[config.mk]
export PLATFORM = sky130hd
export DESIGN_NAME = decoderTop
export DESIGN_NICKNAME = d
export VERILOG_FILES = /design/src/cpuDecPkg.sv /design/src/ctrlBus.sv /design/src/decodeBranchGroup.sv /design/src/decodeIoGroup.sv /design/src/decodeMemGroup.sv /design/src/decodeRow.sv /design/src/decoderTop.sv /design/src/instrSequencer.sv
export SDC_FILE = /design/constraint.sdc
export NUM_CORES = 1
export LEC_CHECK = 0
export ABC_AREA = 1
export BUFFER_PORTS_ARGS = -buffer_cell sky130_fd_sc_hd__buf_2
export CELL_PAD_IN_SITES_DETAIL_PLACEMENT = 2
export CELL_PAD_IN_SITES_GLOBAL_PLACEMENT = 2
export CORE_AREA = 2 2 76 78
export DETAILED_ROUTE_END_ITERATION = 7
export DIE_AREA = 0 0 78 80
export PLACE_DENSITY = 0.85
export SLEW_MARGIN = 15
export SYNTH_ARGS = -nofsm -noshare
export SYNTH_HDL_FRONTEND = slang
export SYNTH_HIERARCHICAL = 1
export SYNTH_SLANG_ARGS = --single-unit
[constraint.sdc]
create_clock -name clk -period 2 [get_ports clk]
set_input_delay 0.2 -clock clk [delete_from_list [all_inputs] [get_ports clk]]
set_output_delay 0.2 -clock clk [all_outputs]
set_load 0.01 [all_outputs]
[src/cpuDecPkg.sv]
// decoder field codes
package cpuDecPkg;

    localparam int STEP_W    = 4;
    localparam int REGSEL_W  = 3;
    localparam int DATASEL_W = 3;
    localparam int ADDRSEL_W = 2;
    localparam int ALUOP_W   = 2;

    localparam logic [STEP_W-1:0] STEP0 = STEP_W'(0);
    localparam logic [STEP_W-1:0] STEP1 = STEP_W'(1);
    localparam logic [STEP_W-1:0] STEP2 = STEP_W'(2);

    // register file codes.
    localparam logic [REGSEL_W-1:0] REG_A   = 3'd0;
    localparam logic [REGSEL_W-1:0] REG_B   = 3'd1;
    localparam logic [REGSEL_W-1:0] REG_H   = 3'd2;
    localparam logic [REGSEL_W-1:0] REG_L   = 3'd3;
    localparam logic [REGSEL_W-1:0] REG_IXL = 3'd4;
    localparam logic [REGSEL_W-1:0] REG_IXH = 3'd5;
    localparam logic [REGSEL_W-1:0] REG_IYL = 3'd6;
    localparam logic [REGSEL_W-1:0] REG_IYH = 3'd7;

    localparam logic [DATASEL_W-1:0] DT_NONE = 3'd0;
    localparam logic [DATASEL_W-1:0] DT_MEM  = 3'd1;
    localparam logic [DATASEL_W-1:0] DT_REG  = 3'd2;
    localparam logic [DATASEL_W-1:0] DT_IO   = 3'd3;
    localparam logic [DATASEL_W-1:0] DT_PCH  = 3'd4;
    localparam logic [DATASEL_W-1:0] DT_PCL  = 3'd5;

    localparam logic [ADDRSEL_W-1:0] AD_NONE    = 2'd0;
    localparam logic [ADDRSEL_W-1:0] AD_OPERAND = 2'd1;
    localparam logic [ADDRSEL_W-1:0] AD_SP      = 2'd2;

    localparam logic [ALUOP_W-1:0] ALU_NOP = 2'd0;
    localparam logic [ALUOP_W-1:0] ALU_ADD = 2'd1;
    localparam logic [ALUOP_W-1:0] ALU_SUB = 2'd2;

    // row 00xx1vvv, checked on bits 7, 6 and 3.
    localparam logic [7:0] ROW_MASK  = 8'hC8;
    localparam logic [7:0] ROW_MATCH = 8'h08;
    localparam logic       GRP_MEM   = 1'b0;  // bit 5.
    localparam logic [1:0] GRP_IO    = 2'b10; // bits 5:4.
    localparam logic [1:0] GRP_BR    = 2'b11;
    localparam logic [7:0] OP_CALL   = 8'h1F;

endpackage

[src/ctrlBus.sv]
// decoder control word bus
interface ctrlBus;

    logic endInstr;
    logic memRead;
    logic memWrite;
    logic ioIn;
    logic ioOut;
    logic decSp;
    logic pcLoad;
    logic regWrite;
    logic [cpuDecPkg::REGSEL_W-1:0]  regSel;
    logic [cpuDecPkg::DATASEL_W-1:0] dataSel;
    logic [cpuDecPkg::ADDRSEL_W-1:0] addrSel;
    logic [cpuDecPkg::ALUOP_W-1:0]   aluOp;

    modport src (
        output endInstr, memRead, memWrite, ioIn, ioOut, decSp, pcLoad, regWrite,
        output regSel, dataSel, addrSel, aluOp
    );

    modport sink (
        input endInstr, memRead, memWrite, ioIn, ioOut, decSp, pcLoad, regWrite,
        input regSel, dataSel, addrSel, aluOp
    );

endinterface

[src/decodeBranchGroup.sv]
// relative branch decoder
module decodeBranchGroup (
    input  logic                         enable,
    input  logic [7:0]                   opcode,
    input  logic [cpuDecPkg::STEP_W-1:0] step,
    input  logic                         flagC,
    input  logic                         flagZ,
    ctrlBus.src                          ctrl
);

    logic taken;

    always_comb begin
        case (opcode[1:0])
            2'd0:    taken = 1'b1;
            2'd1:    taken = flagC;
            2'd2:    taken = flagZ;
            default: taken = ~flagZ;
        endcase
    end

    always_comb begin
        ctrl.memRead  = 1'b0;
        ctrl.memWrite = 1'b0;
        ctrl.ioIn     = 1'b0;
        ctrl.ioOut    = 1'b0;
        ctrl.decSp    = 1'b0;
        ctrl.regWrite = 1'b0;
        ctrl.regSel   = '0;
        ctrl.dataSel  = cpuDecPkg::DT_NONE;
        ctrl.addrSel  = cpuDecPkg::AD_NONE;
        ctrl.aluOp    = cpuDecPkg::ALU_NOP;
        ctrl.pcLoad   = 1'b0;
        ctrl.endInstr = 1'b0;
        if (enable) begin
            if (!taken) begin
                ctrl.endInstr = 1'b1; // falls through.
            end else if (step == cpuDecPkg::STEP0) begin
                // bit 2 set branches backwards.
                ctrl.aluOp = opcode[2] ? cpuDecPkg::ALU_SUB : cpuDecPkg::ALU_ADD;
            end else if (step == cpuDecPkg::STEP1) begin
                ctrl.pcLoad   = 1'b1;
                ctrl.endInstr = 1'b1;
            end
        end
    end

endmodule

[src/decodeIoGroup.sv]
// port in and out decoder
module decodeIoGroup (
    input  logic                         enable,
    input  logic [7:0]                   opcode,
    input  logic [cpuDecPkg::STEP_W-1:0] step,
    ctrlBus.src                          ctrl
);

    logic isOut;

    assign isOut = opcode[2];

    always_comb begin
        ctrl.endInstr = 1'b0;
        ctrl.memRead  = 1'b0;
        ctrl.memWrite = 1'b0;
        ctrl.ioIn     = 1'b0;
        ctrl.ioOut    = 1'b0;
        ctrl.decSp    = 1'b0;
        ctrl.pcLoad   = 1'b0;
        ctrl.regWrite = 1'b0;
        ctrl.regSel   = '0;
        ctrl.dataSel  = cpuDecPkg::DT_NONE;
        ctrl.addrSel  = cpuDecPkg::AD_NONE;
        ctrl.aluOp    = cpuDecPkg::ALU_NOP;
        if (enable) begin
            if (isOut) begin
                ctrl.ioOut    = 1'b1;
                ctrl.dataSel  = cpuDecPkg::DT_REG;
                ctrl.regSel   = {1'b0, opcode[1:0]}; // only a, b, h, l.
                ctrl.endInstr = 1'b1;
            end else if (step == cpuDecPkg::STEP0) begin
                ctrl.ioIn = 1'b1;
            end else if (step == cpuDecPkg::STEP1) begin
                ctrl.regWrite = 1'b1;
                ctrl.regSel   = {1'b0, opcode[1:0]};
                ctrl.dataSel  = cpuDecPkg::DT_IO;
                ctrl.endInstr = 1'b1;
            end
        end
    end

endmodule

[src/decodeMemGroup.sv]
// load store and call decoder
module decodeMemGroup (
    input  logic                         enable,
    input  logic [7:0]                   opcode,
    input  logic [cpuDecPkg::STEP_W-1:0] step,
    ctrlBus.src                          ctrl
);

    logic                            isStore;
    logic [cpuDecPkg::REGSEL_W-1:0]  vvv;

    assign isStore = opcode[4];
    assign vvv     = opcode[2:0];

    always_comb begin
        ctrl.endInstr = 1'b0;
        ctrl.memRead  = 1'b0;
        ctrl.memWrite = 1'b0;
        ctrl.ioIn     = 1'b0;
        ctrl.ioOut    = 1'b0;
        ctrl.decSp    = 1'b0;
        ctrl.pcLoad   = 1'b0;
        ctrl.regWrite = 1'b0;
        ctrl.regSel   = '0;
        ctrl.dataSel  = cpuDecPkg::DT_NONE;
        ctrl.addrSel  = cpuDecPkg::AD_NONE;
        ctrl.aluOp    = cpuDecPkg::ALU_NOP;
        if (enable) begin
            if (opcode == cpuDecPkg::OP_CALL) begin
                // push pch then pcl, then jump.
                ctrl.decSp = (step == cpuDecPkg::STEP0) || (step == cpuDecPkg::STEP1);
                if (step == cpuDecPkg::STEP1) begin
                    ctrl.addrSel  = cpuDecPkg::AD_SP;
                    ctrl.dataSel  = cpuDecPkg::DT_PCH;
                    ctrl.memWrite = 1'b1;
                end else if (step == cpuDecPkg::STEP2) begin
                    ctrl.addrSel  = cpuDecPkg::AD_SP;
                    ctrl.dataSel  = cpuDecPkg::DT_PCL;
                    ctrl.memWrite = 1'b1;
                    ctrl.pcLoad   = 1'b1;
                    ctrl.endInstr = 1'b1;
                end
            end else if (isStore) begin
                ctrl.addrSel  = cpuDecPkg::AD_OPERAND;
                ctrl.dataSel  = cpuDecPkg::DT_REG;
                ctrl.regSel   = vvv;
                ctrl.memWrite = 1'b1;
                ctrl.endInstr = 1'b1; // single step.
            end else if (step == cpuDecPkg::STEP0) begin
                ctrl.addrSel = cpuDecPkg::AD_OPERAND;
                ctrl.memRead = 1'b1;
            end else if (step == cpuDecPkg::STEP1) begin
                ctrl.regWrite = 1'b1;
                ctrl.regSel   = vvv;
                ctrl.dataSel  = cpuDecPkg::DT_MEM;
                ctrl.endInstr = 1'b1;
            end
        end
    end

endmodule

[src/decodeRow.sv]
// decoder row 00xx1vvv
module decodeRow (
    input  logic                         busy,
    input  logic [7:0]                   opcode,
    input  logic [cpuDecPkg::STEP_W-1:0] step,
    input  logic                         flagC,
    input  logic                         flagZ,
    ctrlBus.src                          ctrl
);

    logic rowHit;
    logic memEn;
    logic ioEn;
    logic brEn;
    logic nopEnd;

    ctrlBus memBus ();
    ctrlBus ioBus ();
    ctrlBus brBus ();

    assign rowHit = busy && ((opcode & cpuDecPkg::ROW_MASK) == cpuDecPkg::ROW_MATCH);
    assign memEn  = rowHit && (opcode[5] == cpuDecPkg::GRP_MEM);
    assign ioEn   = rowHit && (opcode[5:4] == cpuDecPkg::GRP_IO);
    assign brEn   = rowHit && (opcode[5:4] == cpuDecPkg::GRP_BR);
    assign nopEnd = busy && !rowHit; // foreign opcode, one step.

    decodeMemGroup decodeMemGroup_inst (
        .enable (memEn),
        .opcode (opcode),
        .step   (step),
        .ctrl   (memBus.src)
    );

    decodeIoGroup decodeIoGroup_inst (
        .enable (ioEn),
        .opcode (opcode),
        .step   (step),
        .ctrl   (ioBus.src)
    );

    decodeBranchGroup decodeBranchGroup_inst (
        .enable (brEn),
        .opcode (opcode),
        .step   (step),
        .flagC  (flagC),
        .flagZ  (flagZ),
        .ctrl   (brBus.src)
    );

    // only one group is live, so or is exact.
    assign ctrl.endInstr = memBus.endInstr | ioBus.endInstr | brBus.endInstr | nopEnd;
    assign ctrl.memRead  = memBus.memRead | ioBus.memRead | brBus.memRead;
    assign ctrl.memWrite = memBus.memWrite | ioBus.memWrite | brBus.memWrite;
    assign ctrl.ioIn     = memBus.ioIn | ioBus.ioIn | brBus.ioIn;
    assign ctrl.ioOut    = memBus.ioOut | ioBus.ioOut | brBus.ioOut;
    assign ctrl.decSp    = memBus.decSp | ioBus.decSp | brBus.decSp;
    assign ctrl.pcLoad   = memBus.pcLoad | ioBus.pcLoad | brBus.pcLoad;
    assign ctrl.regWrite = memBus.regWrite | ioBus.regWrite | brBus.regWrite;
    assign ctrl.regSel   = memBus.regSel | ioBus.regSel | brBus.regSel;
    assign ctrl.dataSel  = memBus.dataSel | ioBus.dataSel | brBus.dataSel;
    assign ctrl.addrSel  = memBus.addrSel | ioBus.addrSel | brBus.addrSel;
    assign ctrl.aluOp    = memBus.aluOp | ioBus.aluOp | brBus.aluOp;

endmodule

[src/decoderTop.sv]
// instruction decode top
module decoderTop (
    input  logic                            clk,
    input  logic                            rst,
    input  logic                            instrValid,
    input  logic [7:0]                      instrIn,
    input  logic                            flagC,
    input  logic                            flagZ,
    output logic                            ready,
    output logic                            ctrlValid,
    output logic                            endInstr,
    output logic                            memRead,
    output logic                            memWrite,
    output logic                            ioIn,
    output logic                            ioOut,
    output logic                            decSp,
    output logic                            pcLoad,
    output logic                            regWrite,
    output logic [cpuDecPkg::REGSEL_W-1:0]  regSel,
    output logic [cpuDecPkg::DATASEL_W-1:0] dataSel,
    output logic [cpuDecPkg::ADDRSEL_W-1:0] addrSel,
    output logic [cpuDecPkg::ALUOP_W-1:0]   aluOp
);

    logic                         busy;
    logic [7:0]                   opcode;
    logic [cpuDecPkg::STEP_W-1:0] step;

    ctrlBus rowBus ();

    instrSequencer instrSequencer_inst (
        .clk        (clk),
        .rst        (rst),
        .instrValid (instrValid),
        .instrIn    (instrIn),
        .endInstr   (rowBus.endInstr),
        .ready      (ready),
        .busy       (busy),
        .opcode     (opcode),
        .step       (step)
    );

    decodeRow decodeRow_inst (
        .busy   (busy),
        .opcode (opcode),
        .step   (step),
        .flagC  (flagC),
        .flagZ  (flagZ),
        .ctrl   (rowBus.src)
    );

    assign ctrlValid = busy; // one word per busy cycle.
    assign endInstr  = rowBus.endInstr;
    assign memRead   = rowBus.memRead;
    assign memWrite  = rowBus.memWrite;
    assign ioIn      = rowBus.ioIn;
    assign ioOut     = rowBus.ioOut;
    assign decSp     = rowBus.decSp;
    assign pcLoad    = rowBus.pcLoad;
    assign regWrite  = rowBus.regWrite;
    assign regSel    = rowBus.regSel;
    assign dataSel   = rowBus.dataSel;
    assign addrSel   = rowBus.addrSel;
    assign aluOp     = rowBus.aluOp;

endmodule

[src/instrSequencer.sv]
// instruction and step registers
module instrSequencer (
    input  logic                         clk,
    input  logic                         rst,
    input  logic                         instrValid,
    input  logic [7:0]                   instrIn,
    input  logic                         endInstr,
    output logic                         ready,
    output logic                         busy,
    output logic [7:0]                   opcode,
    output logic [cpuDecPkg::STEP_W-1:0] step
);

    logic accept;

    assign accept = instrValid && !busy;
    assign ready  = ~busy;

    always_ff @(posedge clk) begin
        if (rst) begin
            busy <= 1'b0;
            step <= '0;
        end else if (accept) begin
            busy <= 1'b1;
            step <= '0;
        end else if (busy) begin
            if (endInstr) begin
                busy <= 1'b0; // last step done.
            end else begin
                step <= step + 1'b1;
            end
        end
    end

    // opcode only matters while busy.
    always_ff @(posedge clk) begin
        if (accept) begin
            opcode <= instrIn;
        end
    end

endmodule

==> impl_metrics.env <==
export IMPL_fin_crit_sh_pct=101
export IMPL_fin_skew_ps=4.28
export IMPL_maxCapViolations=0
export IMPL_ys_seq_elements=13
export IMPL_r2r_start="instrSequencer_inst/opcode[3]"
export IMPL_ys_warn_count=6
export IMPL_clkLatencyLatePin_ps=240
export IMPL_rrSetupSlack_ps=80
export IMPL_io_pins=33
export IMPL_vias_per_cell=4.03
export IMPL_path_max_fanout=5
export IMPL_place_ws_ps=132
export IMPL_synth_top_family_by_area="simple AND/OR/NAND/NOR gates"
export IMPL_status="finished, violations left"
export IMPL_wire_per_inst_um=12.3
export IMPL_synth_edff_count=8
export IMPL_cts_root_buf="clkbuf_8"
export IMPL_coreArea_um2=5410
export IMPL_finalMaxSlewViolations=0
export IMPL_antenna_cells=0
export IMPL_die_area_um2=6240
export IMPL_synthMuxAreaShare_pct=0
export IMPL_grt_pass1_wl_um=6780
export IMPL_yosysMostFrequentCell="nand2_1"
export IMPL_criticalPathCategory="flop to output port"
export IMPL_min_period_ps=2030
export IMPL_drt_iter0_markers=28
export IMPL_syn_area_um2=1450
export IMPL_cp_start_kind="flop"
export IMPL_cts_buffers=3
export IMPL_post_route_drc_count=0
export IMPL_synth_top_area_share_pct=16.5
export IMPL_fin_ws_ps=-26.7
export IMPL_synthArstFlopShare_pct=0
export IMPL_comb_power_share_pct=26.6
export IMPL_hold_path_class="input pin to flop"
export IMPL_yosysTopAreaCell="edfxtp_1"
export IMPL_dpl_hpwl_um=3260
export IMPL_reg2reg_to="instrSequencer_inst/step[3]"
export IMPL_synth_fa_ha_area_share_pct=0.861
export IMPL_fmax_ghz=0.493
export IMPL_netlist_instances=236
export IMPL_routed_wl_um=4330
export IMPL_ys_types=22
export IMPL_finalSetupViolations=1
export IMPL_reg2reg_depth=11
export IMPL_hold_worst_slack_ps=129
export IMPL_rsz0062_at_grt="yes"
export IMPL_cts_sinks=13
export IMPL_p_int_uw=518
export IMPL_antenna_left=0
export IMPL_p_leak_nw=0.889
export IMPL_finalHoldViolCount=0
export IMPL_failed_checks="negative setup slack"
export IMPL_yosys_area_share_simple_pct=43.1
export IMPL_start_util_pct=26.9
export IMPL_switchingPower_uw=239
export IMPL_clkTransAtPathRegs_ps=60
export IMPL_netSwitchingFraction_pct=31.6
export IMPL_syn_area_per_cell_um2=6.16
export IMPL_powerDensity_nw_per_um2=427
export IMPL_antenna_found_initial=0
export IMPL_yosysSeqAreaShare_pct=23.4
export IMPL_clock_power_share_pct=30.8
export IMPL_clockBufferDepth=2
export IMPL_synth_compound_area_share_pct=3.18
export IMPL_vdd_ir_drop_max_mv=0.373
export IMPL_htree_levels=1
export IMPL_required_ps=1800
export IMPL_grt_usage_pct=13.7
export IMPL_gr_total_overflow=0
export IMPL_drt_pass1_iter_count=4
export IMPL_die_h_um=80
export IMPL_fin_util_pct=32.8
export IMPL_synth_xor_area_share_pct=0
export IMPL_arrival_ps=1830
export IMPL_cts_tree="built"
export IMPL_holdPathEnd="instrSequencer_inst/opcode[5]"
export IMPL_min_delay_start="instrIn[5]"
export IMPL_final_nets=294
export IMPL_port_buffers=32
export IMPL_dp_cells=341
export IMPL_vias=1416
export IMPL_seqPwrFrac_pct=42.7
export IMPL_synth_ff_type="edfxtp_1"
export IMPL_synth_area_leaders="edfxtp_1 (17%), buf_4 (16%), nand2_1 (14%)"
export IMPL_synthToLayoutAreaGrowth_pct=21.9
export IMPL_gp_congestion=0.852
export IMPL_instances_no_fill=351
export IMPL_holdPathStages=1
export IMPL_first_global_vias=1484
export IMPL_netlist_top_cells_count="nand2_1 (53), nor2_1 (45), inv_1 (41)"
export IMPL_crit_path_end_kind="output port"
export IMPL_drive_gt1_share_pct=34.4
export IMPL_rows=27
export IMPL_die_w_um=78
export IMPL_grt_max_degree=10
## cell type report
class / count / area, µm²
clock buffer: 4 / 45.0
fill: 708 / 3630
inverter: 49 / 184
multi-input combinational: 168 / 855
sequential: 13 / 340
tap: 72 / 90.1
timing repair buffer: 45 / 258
## sequential cells by signal, summed over array words and instances (netlist names)
| signal | cells |
|---|---|
| instrSequencer_inst/opcode | 8 |
| instrSequencer_inst/busy | 1 |
| instrSequencer_inst/step | 4 |
## how the worst max path moves through the flow
| stage | end | cells past startpoint | slack, ps | startpoint |
|---|---|---|---|---|
| 4_1_cts | endInstr | 8 | 10 | instrSequencer_inst/opcode[7] |
| 2_1_floorplan | instrSequencer_inst/step[3] | 10 | 260 | instrSequencer_inst/opcode[7] |
| 6_report | endInstr | 8 | -30 | instrSequencer_inst/opcode[3] |
| 5_1_grt | endInstr | 8 | -110 | instrSequencer_inst/opcode[4] |
| 3_3_place_gp | instrSequencer_inst/step[2] | 12 | 160 | instrSequencer_inst/opcode[5] |
| 3_5_place_dp | instrSequencer_inst/step[2] | 12 | 130 | instrSequencer_inst/opcode[5] |
## kinds of logic (layout without fill, tap and decap cells)
kind of cell,after synthesis,count (layout)
buffers and inverters,80,98
flip-flops,13,13
AND/OR/NAND/NOR,132,132
other,3,28
AO/OA/AOI/OAI,7,7
adder cells (fa/ha/maj),1,1
## per-layer routing
metal | GRT usage [%] | wire [µm] | vias to the layer above | part of all wire [%]
met2 | 27.9 | 2430 | 26 | 56
met3 | 1.81 | 139 | 2 | 3.2
met4 | 2.11 | 18 | 0 | 0.42
met5 | 0 | 0 | - | 0
li1 | - | - | 721 | -
met1 | 15.0 | 1740 | 667 | 40
## placed cells by master, fill, tap and decap left out, types with 6 or more instances in the layout
master | synthesis | layout
nand2_2 | 7 | 11
edfxtp_1 | 8 | 8
buf_2 | 0 | 32
inv_1 | 41 | 39
conb_1 | 3 | 28
nand3_1 | 9 | 9
inv_2 | 8 | 10
buf_4 | 31 | 13
nor2_1 | 45 | 38
nor2_4 | 4 | 6
nand2_1 | 53 | 49
nor2_2 | 3 | 8
## critical path: stages, from the launching register on
cell and delay [ps]:
edfxtp_1 500, nand4_4 200, nor2_4 70, buf_4 130
nand3_2 90, nand2_1 80, nor3_2 210, nand2_2 130
buf_2 170
## what timing repair did
item	CTS	global route
gates resized for setup	6	14
pin swaps	1	4
hold buffers	0	0
endpoints found under the setup margin	7	14
hold endpoints to repair	0	0
buffers inserted	1	5
gates cloned	0	0
## power by group through the flow
stage / logic, mW / clock network (mW) / registers (mW)
floorplan: 0.152 / 0 / 0.323
global placement: 0.173 / 0 / 0.324
detailed placement: 0.180 / 0 / 0.325
CTS: 0.188 / 0.243 / 0.320
global route: 0.227 / 0.258 / 0.325
finish: 0.201 / 0.233 / 0.323
## metrics by stage
step	power [mW]	TNS, ps	cell area, µm²
2_1_floorplan	0.475	0	1550
3_3_place_gp	0.496	0	1620
3_5_place_dp	0.505	0	1620
4_1_cts	0.752	0	1700
5_1_grt	0.810	-415	1770
6_report	0.756	-26.7	1770
No activity file was read; power rests on OpenSTA's default activity.
